## config.mk

```make
export PLATFORM = sky130hd
export DESIGN_NAME = hv_core
export DESIGN_NICKNAME = d
export VERILOG_FILES = /design/src/logic/hv_reg_pkg.sv /design/src/logic/hv_ctrl_pkg.sv /design/src/logic/hv_core_if.sv /design/src/logic/hv_reg_decode.sv /design/src/logic/hv_fault_filter.sv /design/src/logic/hv_reg_bank.sv /design/src/logic/hv_ctrl_fsm.sv /design/src/logic/hv_rsp_result.sv /design/src/logic/hv_core.sv
export SDC_FILE = /design/constraint.sdc
export NUM_CORES = 1
export LEC_CHECK = 0
export ABC_AREA = 0
export BUFFER_PORTS_ARGS = -buffer_cell sky130_fd_sc_hd__buf_2
export CORE_UTILIZATION = 40
export CTS_CLUSTER_SIZE = 40
export DETAILED_ROUTE_END_ITERATION = 12
export PLACE_DENSITY_LB_ADDON = 0.12
export SETUP_SLACK_MARGIN = 0.05
export SYNTH_ARGS = -nofsm -noshare
export SYNTH_HDL_FRONTEND = slang
export SYNTH_SLANG_ARGS = --single-unit
```

## constraint.sdc

```tcl
create_clock -name i_clk -period 1.6 [get_ports i_clk]
set_input_delay 0.16 -clock i_clk [delete_from_list [all_inputs] [get_ports i_clk]]
set_output_delay 0.16 -clock i_clk [all_outputs]
set_load 0.005 [all_outputs]
```

## src/logic/hv_reg_pkg.sv

```systemverilog
package hv_reg_pkg;

    // ==================================================
    // register port widths
    // ==================================================
    localparam int REG_AW = 4;
    localparam int REG_DW = 8;

    typedef logic [REG_DW-1:0] reg_data_t;

    // ==================================================
    // register map
    // ==================================================
    localparam logic [REG_AW-1:0] ADDR_MODE       = 4'd0;
    localparam logic [REG_AW-1:0] ADDR_COM_CFG    = 4'd1; // low six bits mask fault irq
    localparam logic [REG_AW-1:0] ADDR_STATUS_FLT = 4'd2; // w1c
    localparam logic [REG_AW-1:0] ADDR_CTRL_ST    = 4'd3; // read only
    localparam logic [REG_AW-1:0] ADDR_SCRATCH    = 4'd4;

    // decoded operation
    typedef enum logic [2:0] {
        ACC_NONE       = 3'd0,
        ACC_WR_MODE    = 3'd1,
        ACC_WR_CFG     = 3'd2,
        ACC_CLR_FLT    = 3'd3,
        ACC_WR_SCRATCH = 3'd4,
        ACC_RD         = 3'd5,
        ACC_ERR        = 3'd6
    } reg_acc_kind_e;

    typedef struct packed {
        logic [3:0] rsvd;      // read back as written
        logic       bist_en;   // storage only
        logic       reset_en;  // storage only
        logic       cfg_en;
        logic       normal_en;
    } reg_mode_t;

endpackage

```

## src/logic/hv_ctrl_pkg.sv

```systemverilog
package hv_ctrl_pkg;

    localparam int FLT_NUM = 6;

    // fault bit order maps to status register bits 2..7
    localparam int FLT_VCC_UV = 0;
    localparam int FLT_VCC_OV = 1;
    localparam int FLT_OT     = 2;
    localparam int FLT_OC     = 3;
    localparam int FLT_DESAT  = 4;
    localparam int FLT_SCP    = 5;

    typedef logic [FLT_NUM-1:0] flt_vec_t;

    // control state as read in bits 7:4 of ctrl state reg
    typedef enum logic [3:0] {
        ST_RESET  = 4'd0,
        ST_WAIT   = 4'd1,
        ST_CFG    = 4'd2,
        ST_NORMAL = 4'd3,
        ST_FAULT  = 4'd4
    } ctrl_st_e;

endpackage

```

## src/logic/hv_core_if.sv

```systemverilog
`timescale 1ns/1ps

// decoded request from decode to bank
interface reg_access_if import hv_reg_pkg::*; ();

    logic                vld;
    reg_acc_kind_e       kind;
    logic [REG_AW-1:0]   addr;
    reg_data_t           wdata;

    modport decode (output vld, output kind, output addr, output wdata);
    modport bank   (input  vld, input  kind, input  addr, input  wdata);

endinterface

// registered response from bank to result
interface reg_rsp_if import hv_reg_pkg::*; ();

    logic                vld;
    logic                is_rd;
    reg_data_t           rdata;
    logic                err;

    modport bank   (output vld, output is_rd, output rdata, output err);
    modport result (input  vld, input  is_rd, input  rdata, input  err);

endinterface

```

## src/logic/hv_reg_decode.sv

```systemverilog
`timescale 1ns/1ps

module hv_reg_decode import hv_reg_pkg::*; (
    input  logic                i_clk,
    input  logic                i_reset,
    input  logic                i_wr_req,
    input  logic                i_rd_req,
    input  logic [REG_AW-1:0]   i_addr,
    input  reg_data_t           i_wdata,
    reg_access_if.decode        o_acc
);

    reg_acc_kind_e kind_d;

    // write wins when both strobes are high
    always_comb begin
        kind_d = ACC_NONE;
        if (i_wr_req) begin
            case (i_addr)
                ADDR_MODE:       kind_d = ACC_WR_MODE;
                ADDR_COM_CFG:    kind_d = ACC_WR_CFG;
                ADDR_STATUS_FLT: kind_d = ACC_CLR_FLT;
                ADDR_SCRATCH:    kind_d = ACC_WR_SCRATCH;
                default:         kind_d = ACC_ERR; // ctrl state or unmapped
            endcase
        end else if (i_rd_req) begin
            kind_d = ACC_RD; // unmapped reads caught at the bank read mux
        end
    end

    always_ff @(posedge i_clk) begin
        if (i_reset) begin
            o_acc.vld  <= 1'b0;
            o_acc.kind <= ACC_NONE;
        end else begin
            o_acc.vld  <= i_wr_req | i_rd_req;
            o_acc.kind <= kind_d;
        end
    end

    always_ff @(posedge i_clk) begin
        o_acc.addr  <= i_addr;
        o_acc.wdata <= i_wdata;
    end

endmodule

```

## src/logic/hv_fault_filter.sv

```systemverilog
`timescale 1ns/1ps

module hv_fault_filter import hv_ctrl_pkg::*; #(
    parameter int FLT_FILT_CYC = 4
) (
    input  logic        i_clk,
    input  logic        i_reset,
    input  logic        i_hv_vcc_uv,
    input  logic        i_hv_vcc_ov,
    input  logic        i_hv_ot,
    input  logic        i_hv_oc,
    input  logic        i_hv_desat_flt,
    input  logic        i_hv_scp_flt,
    output flt_vec_t    o_flt
);

    localparam int CNT_W = $clog2(FLT_FILT_CYC + 1);

    flt_vec_t           flt_raw;
    flt_vec_t           sync_q1;
    flt_vec_t           sync_q2;
    logic [CNT_W-1:0]   cnt_q [FLT_NUM];

    assign flt_raw[FLT_VCC_UV] = i_hv_vcc_uv;
    assign flt_raw[FLT_VCC_OV] = i_hv_vcc_ov;
    assign flt_raw[FLT_OT]     = i_hv_ot;
    assign flt_raw[FLT_OC]     = i_hv_oc;
    assign flt_raw[FLT_DESAT]  = i_hv_desat_flt;
    assign flt_raw[FLT_SCP]    = i_hv_scp_flt;

    always_ff @(posedge i_clk) begin
        if (i_reset) begin
            sync_q1 <= '0;
            sync_q2 <= '0;
            for (int i = 0; i < FLT_NUM; i++) cnt_q[i] <= '0;
        end else begin
            sync_q1 <= flt_raw; // async analog comparators
            sync_q2 <= sync_q1;
            for (int i = 0; i < FLT_NUM; i++) begin
                if (!sync_q2[i])
                    cnt_q[i] <= '0;
                else if (cnt_q[i] != CNT_W'(FLT_FILT_CYC))
                    cnt_q[i] <= cnt_q[i] + 1'b1; // saturate at threshold
            end
        end
    end

    always_comb begin
        for (int i = 0; i < FLT_NUM; i++) o_flt[i] = (cnt_q[i] == CNT_W'(FLT_FILT_CYC));
    end

endmodule

```

## src/logic/hv_reg_bank.sv

```systemverilog
`timescale 1ns/1ps

module hv_reg_bank import hv_reg_pkg::*; import hv_ctrl_pkg::*; (
    input  logic            i_clk,
    input  logic            i_reset,
    reg_access_if.bank      i_acc,
    input  flt_vec_t        i_flt,
    input  ctrl_st_e        i_ctrl_st,
    reg_rsp_if.bank         o_rsp,
    output reg_mode_t       o_mode,
    output flt_vec_t        o_flt_latched,
    output flt_vec_t        o_flt_mask
);

    reg_mode_t  mode_q;
    reg_data_t  cfg_q;
    flt_vec_t   flt_q;
    reg_data_t  scratch_q;

    flt_vec_t   flt_clr;
    reg_data_t  rd_data;
    logic       rd_unmapped;

    // ==================================================
    // register storage
    // ==================================================
    assign flt_clr = (i_acc.vld && i_acc.kind == ACC_CLR_FLT) ?
                     i_acc.wdata[REG_DW-1:REG_DW-FLT_NUM] : '0;

    always_ff @(posedge i_clk) begin
        if (i_reset) begin
            mode_q    <= '0;
            cfg_q     <= '0;
            flt_q     <= '0;
            scratch_q <= '0;
        end else begin
            flt_q <= (flt_q & ~flt_clr) | i_flt; // set beats clear
            if (i_acc.vld && i_acc.kind == ACC_WR_MODE)    mode_q    <= reg_mode_t'(i_acc.wdata);
            if (i_acc.vld && i_acc.kind == ACC_WR_CFG)     cfg_q     <= i_acc.wdata;
            if (i_acc.vld && i_acc.kind == ACC_WR_SCRATCH) scratch_q <= i_acc.wdata;
        end
    end

    // ==================================================
    // read mux
    // ==================================================
    always_comb begin
        rd_data     = '0;
        rd_unmapped = 1'b0;
        if (i_acc.kind == ACC_RD) begin
            case (i_acc.addr)
                ADDR_MODE:       rd_data = reg_data_t'(mode_q);
                ADDR_COM_CFG:    rd_data = cfg_q;
                ADDR_STATUS_FLT: rd_data = {flt_q, {(REG_DW-FLT_NUM){1'b0}}};
                ADDR_CTRL_ST:    rd_data = {i_ctrl_st, 4'b0000};
                ADDR_SCRATCH:    rd_data = scratch_q;
                default:         rd_unmapped = 1'b1; // data stays 0
            endcase
        end
    end

    always_ff @(posedge i_clk) begin
        if (i_reset) begin
            o_rsp.vld   <= 1'b0;
            o_rsp.is_rd <= 1'b0;
            o_rsp.err   <= 1'b0;
        end else begin
            o_rsp.vld   <= i_acc.vld;
            o_rsp.is_rd <= i_acc.vld && i_acc.kind == ACC_RD;
            o_rsp.err   <= i_acc.vld && (i_acc.kind == ACC_ERR || rd_unmapped);
        end
    end

    always_ff @(posedge i_clk) begin
        o_rsp.rdata <= rd_data;
    end

    assign o_mode        = mode_q;
    assign o_flt_latched = flt_q;
    assign o_flt_mask    = cfg_q[FLT_NUM-1:0];

endmodule

```

## src/logic/hv_ctrl_fsm.sv

```systemverilog
`timescale 1ns/1ps

module hv_ctrl_fsm import hv_reg_pkg::*; import hv_ctrl_pkg::*; (
    input  logic        i_clk,
    input  logic        i_reset,
    input  reg_mode_t   i_mode,
    input  flt_vec_t    i_flt_latched,
    output ctrl_st_e    o_ctrl_st,
    output logic        o_pwm_en
);

    ctrl_st_e   st_q;
    ctrl_st_e   st_d;
    logic       pwm_q;

    // mask only affects the interrupt, never the state
    always_comb begin
        if (st_q == ST_RESET)
            st_d = ST_WAIT;
        else if (|i_flt_latched)
            st_d = ST_FAULT;
        else if (i_mode.normal_en)
            st_d = ST_NORMAL;
        else if (i_mode.cfg_en)
            st_d = ST_CFG;
        else
            st_d = ST_WAIT;
    end

    always_ff @(posedge i_clk) begin
        if (i_reset) begin
            st_q  <= ST_RESET;
            pwm_q <= 1'b0;
        end else begin
            st_q  <= st_d;
            pwm_q <= (st_d == ST_NORMAL); // tracks state register exactly
        end
    end

    assign o_ctrl_st = st_q;
    assign o_pwm_en  = pwm_q;

endmodule

```

## src/logic/hv_rsp_result.sv

```systemverilog
`timescale 1ns/1ps

module hv_rsp_result import hv_reg_pkg::*; import hv_ctrl_pkg::*; (
    input  logic        i_clk,
    input  logic        i_reset,
    reg_rsp_if.result   i_rsp,
    input  flt_vec_t    i_flt_latched,
    input  flt_vec_t    i_flt_mask,
    output logic        o_wr_ack,
    output logic        o_rd_ack,
    output reg_data_t   o_rdata,
    output logic        o_addr_err,
    output logic        o_intb_n
);

    always_ff @(posedge i_clk) begin
        if (i_reset) begin
            o_wr_ack   <= 1'b0;
            o_rd_ack   <= 1'b0;
            o_addr_err <= 1'b0;
            o_intb_n   <= 1'b1;
        end else begin
            o_wr_ack   <= i_rsp.vld & ~i_rsp.is_rd;
            o_rd_ack   <= i_rsp.vld &  i_rsp.is_rd;
            o_addr_err <= i_rsp.vld &  i_rsp.err;
            o_intb_n   <= ~|(i_flt_latched & ~i_flt_mask); // active low
        end
    end

    // hold last read value between acks
    always_ff @(posedge i_clk) begin
        if (i_rsp.vld && i_rsp.is_rd) o_rdata <= i_rsp.rdata;
    end

endmodule

```

## src/logic/hv_core.sv

```systemverilog
`timescale 1ns/1ps

module hv_core import hv_reg_pkg::*; import hv_ctrl_pkg::*; #(
    parameter int FLT_FILT_CYC = 4
) (
    input  logic                i_clk,
    input  logic                i_reset,
    input  logic                i_wr_req,
    input  logic                i_rd_req,
    input  logic [REG_AW-1:0]   i_addr,
    input  reg_data_t           i_wdata,
    input  logic                i_hv_vcc_uv,
    input  logic                i_hv_vcc_ov,
    input  logic                i_hv_ot,
    input  logic                i_hv_oc,
    input  logic                i_hv_desat_flt,
    input  logic                i_hv_scp_flt,
    output logic                o_wr_ack,
    output logic                o_rd_ack,
    output reg_data_t           o_rdata,
    output logic                o_addr_err,
    output logic                o_dgt_ang_pwm_en,
    output logic                o_intb_n,
    output ctrl_st_e            o_ctrl_st
);

    flt_vec_t   flt_filt;
    flt_vec_t   flt_latched;
    flt_vec_t   flt_mask;
    reg_mode_t  reg_mode;

    reg_access_if acc_if ();
    reg_rsp_if    rsp_if ();

    // ==================================================
    // decode -> execute -> result
    // ==================================================
    hv_reg_decode u_reg_decode (
        .i_clk      (i_clk),
        .i_reset    (i_reset),
        .i_wr_req   (i_wr_req),
        .i_rd_req   (i_rd_req),
        .i_addr     (i_addr),
        .i_wdata    (i_wdata),
        .o_acc      (acc_if.decode)
    );

    hv_fault_filter #(
        .FLT_FILT_CYC   (FLT_FILT_CYC)
    ) u_fault_filter (
        .i_clk          (i_clk),
        .i_reset        (i_reset),
        .i_hv_vcc_uv    (i_hv_vcc_uv),
        .i_hv_vcc_ov    (i_hv_vcc_ov),
        .i_hv_ot        (i_hv_ot),
        .i_hv_oc        (i_hv_oc),
        .i_hv_desat_flt (i_hv_desat_flt),
        .i_hv_scp_flt   (i_hv_scp_flt),
        .o_flt          (flt_filt)
    );

    hv_reg_bank u_reg_bank (
        .i_clk          (i_clk),
        .i_reset        (i_reset),
        .i_acc          (acc_if.bank),
        .i_flt          (flt_filt),
        .i_ctrl_st      (o_ctrl_st),
        .o_rsp          (rsp_if.bank),
        .o_mode         (reg_mode),
        .o_flt_latched  (flt_latched),
        .o_flt_mask     (flt_mask)
    );

    hv_ctrl_fsm u_ctrl_fsm (
        .i_clk          (i_clk),
        .i_reset        (i_reset),
        .i_mode         (reg_mode),
        .i_flt_latched  (flt_latched),
        .o_ctrl_st      (o_ctrl_st),
        .o_pwm_en       (o_dgt_ang_pwm_en)
    );

    hv_rsp_result u_rsp_result (
        .i_clk          (i_clk),
        .i_reset        (i_reset),
        .i_rsp          (rsp_if.result),
        .i_flt_latched  (flt_latched),
        .i_flt_mask     (flt_mask),
        .o_wr_ack       (o_wr_ack),
        .o_rd_ack       (o_rd_ack),
        .o_rdata        (o_rdata),
        .o_addr_err     (o_addr_err),
        .o_intb_n       (o_intb_n)
    );

endmodule

```

==> flow_summary.toml <==
[pwr]
ir_drop_mv = 0.3924
p_per_area_nw_per_um2 = 1042
leakage_uw = 0.001890

[timing]
setup_viol = 0
slew_violations = 0
final_hold_viol_count = 0
rsz0062_at_grt = "no"
fin_skew_ns = 0.01660
max-slew-margin-rel = 0.6451
max_slew.worst_pin.slew_ns = 0.5323
setup_tns_ns = 0
fmax_mhz = 742.5
setup_ws_ns = 0.2532
post-route-period-util = 0.8418
period_minus_slack_ns = 1.347

[cts]
clk_pin_slew_ns = 0.09
ctsRootBufferMaster = "clkbuf_8"
cts_buffers = 9
clockBufferDepth = 2
clock-sinks = 103
cts_tree = "yes"
cts_setup_buffers = 0
cts-htree-levels = 3
clk_latency_ns = 0.37

[synth]
synth_top_family_by_area = "simple AND/OR/NAND/NOR gates"
avgSynthCellArea_um2 = 11.42
synth_edf_count = 26
ys.flop_type = "dfxtp_1"
synth_area_um2 = 3998
synth_compound_area_frac = 0.06197
synthSimpleGateAreaFrac = 0.1703
synth.area.mux_share = 0.1045
synth_nets = 384
synth_cells = 350
yosys_warnings = 0
synth_fa_ha_area_frac = 0.03756
synth-xor-area-share = 0
async_reset_ff_frac = 0
ys_ff_latch = 103
seq_area_frac_synth = 0.5809
synth_cell_types = 43

[detailed_routing]
via_per_inst = 4.754
drc_errors = 0
drt_iter0_markers = 92
first_pass_iters = 5
vias = 2605
wl_um = 7910
antenna_left = 0
wire_per_inst_um = 14.43

[worst_setup_path]
crit_arrival_ns = 1.60
crit_path_top_delay_cell = "dfxtp_2"
critPathBufInv = 0
critPathLaunchType = "register"
path_max_fanout = 10
cp-end-kind = "register"
critical_path_class = "register to register"
slowest_delay_ns = 0.51
path_cells = "mux2_2 -> a222oi_1 -> nor2_1"
critical_path_required_ns = 1.85
path_delay_family = "flip-flops"

[run]
drv_cap = 0

[status]
status = "finished, final reports clean"

[floorplanning]
dieArea_um2 = 10400
ios = 39
core_um2 = 9729
die_x_um = 102.0
row_count = 36
initial_utilization = 0.4109
dieHeight_um = 102.0

[cells_and_area]
num_antenna_cells = 0
fin_nets = 445
layout_commonest_cell = "dfxtp_1"
area_growth_pct = 18.56
mostFrequentLayoutCells = "76 x dfxtp_1, 38 x nor2_1, 37 x buf_2"
drive_gt1_frac = 0.1687

[global_routing]
grt_max_degree = 29
grt_overflow = 0
grt_pass1_vias = 2621
grt_pass1_wl_um = 12960
grt_usage = 0.1682
antenna_found_initial = 0

[min_path]
hold_path_class = "input port to register"

[placed_design]
dp_hpwl_um = 5427
port_buffers = 37
gp_congestion = 0.7511
dp_slack_ns = 0.1004
-- metal layers --
metal	track usage	vias up	wire, um
met2	0.2597	47	3537
met3	0.03352	14	249
met5	0	-	0
met1	0.2280	1217	3953
li1	-	1327	-
met4	0.07582	0	168
-- worst paths after layout --
kind / from / end / slack (ns) / cells past startpoint
min: i_wr_req / u_reg_decode.o_acc.kind[2]$_SDFF_PP0_ / 0.02 / 2
max reg2reg: u_reg_decode.o_acc.addr[1]$_DFF_P_ / u_reg_bank.o_rsp.rdata[4]$_SDFF_PP0_ / 0.25 / 3
min reg2reg: u_reg_bank.o_rsp.rdata[1]$_SDFF_PP0_ / u_rsp_result.o_rdata[1]$_DFFE_PP_ / 0.42 / 0
max: u_reg_decode.o_acc.addr[1]$_DFF_P_ / u_reg_bank.o_rsp.rdata[4]$_SDFF_PP0_ / 0.25 / 3
-- synthesized netlist by cell type (2+ instances only) --
| cell type | instances | area [um^2] |
|---|---|---|
| o21a_1 | 2 | 15.01 |
| a222oi_1 | 2 | 20.02 |
| o22ai_1 | 3 | 18.77 |
| nand2b_1 | 2 | 12.51 |
| nor2_1 | 38 | 142.6 |
| edfxtp_1 | 26 | 780.8 |
| nor3_1 | 3 | 15.01 |
| buf_2 | 5 | 25.02 |
| mux2_1 | 7 | 78.83 |
| nand2_1 | 11 | 41.29 |
| nand3_1 | 6 | 30.03 |
| ha_1 | 12 | 150.1 |
| nor3b_1 | 2 | 15.01 |
| and3_1 | 17 | 106.4 |
| and4bb_1 | 3 | 37.54 |
| buf_4 | 5 | 37.54 |
| nor4b_4 | 2 | 47.55 |
| mux2_2 | 3 | 33.78 |
| mux2i_1 | 29 | 290.3 |
| dfxtp_1 | 77 | 1541 |
| inv_1 | 25 | 93.84 |
| o21ai_0 | 7 | 35.03 |
| a21oi_1 | 13 | 65.06 |
| a22oi_1 | 6 | 45.04 |
| nor2b_1 | 26 | 162.7 |
-- state kept, by name, summed over array words and instances, names as in the netlist, 3 cells and up --
register / cells
u_fault_filter.sync_q2: 6
u_reg_decode.o_acc.wdata: 8
u_reg_bank.o_rsp.rdata: 8
u_reg_decode.o_acc.kind: 3
u_reg_bank.cfg_q: 8
u_ctrl_fsm.o_ctrl_st: 3
u_rsp_result.o_rdata: 8
u_reg_bank.o_flt_latched: 6
u_reg_bank.o_mode: 8
u_reg_bank.scratch_q: 8
u_reg_decode.o_acc.addr: 4
u_fault_filter.sync_q1: 6
u_fault_filter.cnt_q: 18
-- worst reg2reg max path, stage by stage, from the launching register on --
cell and delay (ns):
dfxtp_2 0.51, mux2_2 0.38, a222oi_1 0.28, nor2_1 0.08
-- cells by family after synthesis --
kind of cell | after synthesis
AO/OA/AOI/OAI | 39
adder cells (fa/ha/maj) | 12
multiplexers | 40
other | 1
flip-flops | 103
AND/OR/NAND/NOR | 117
buffers and inverters | 38
-- power by group --
group	switching, uW	internal (uW)
clock	866	1070
sequential	53.9	2710
combinational	106	125
total	1030	3910
-- cell type report --
class                           count  area (um^2)
Multi-Input combinational cell    209         1500
Tap cell                          133        166.4
Fill cell                         939         4990
Sequential cell                   103         2323
Clock inverter                      4        95.09
Timing Repair Buffer               62        415.4
Clock buffer                       11        141.4
Inverter                           26        97.59
-- through the flow --
stage          hold slack (ns)  utilization  cells  instance area [um^2]  total power [uW]
6_report               0.01875       0.4871    548                  4740              4938
5_1_grt                0.01936       0.4871    548                  4740              5117
3_5_place_dp            0.2636       0.4452    516                  4332              3030
4_1_cts               0.002918       0.4870    548                  4738              4992
2_1_floorplan           0.1877            -    350                  3998              2948
3_3_place_gp            0.2617       0.4452    516                  4332              3026
-- repair_timing --
item / in CTS / in global routing
hold buffers: 17 / 0
gates resized for setup: 0 / 1
setup endpoints to repair: 0 / 2
endpoints found under the hold margin: 17 / 0
No activity file was read; power rests on OpenSTA's default activity.
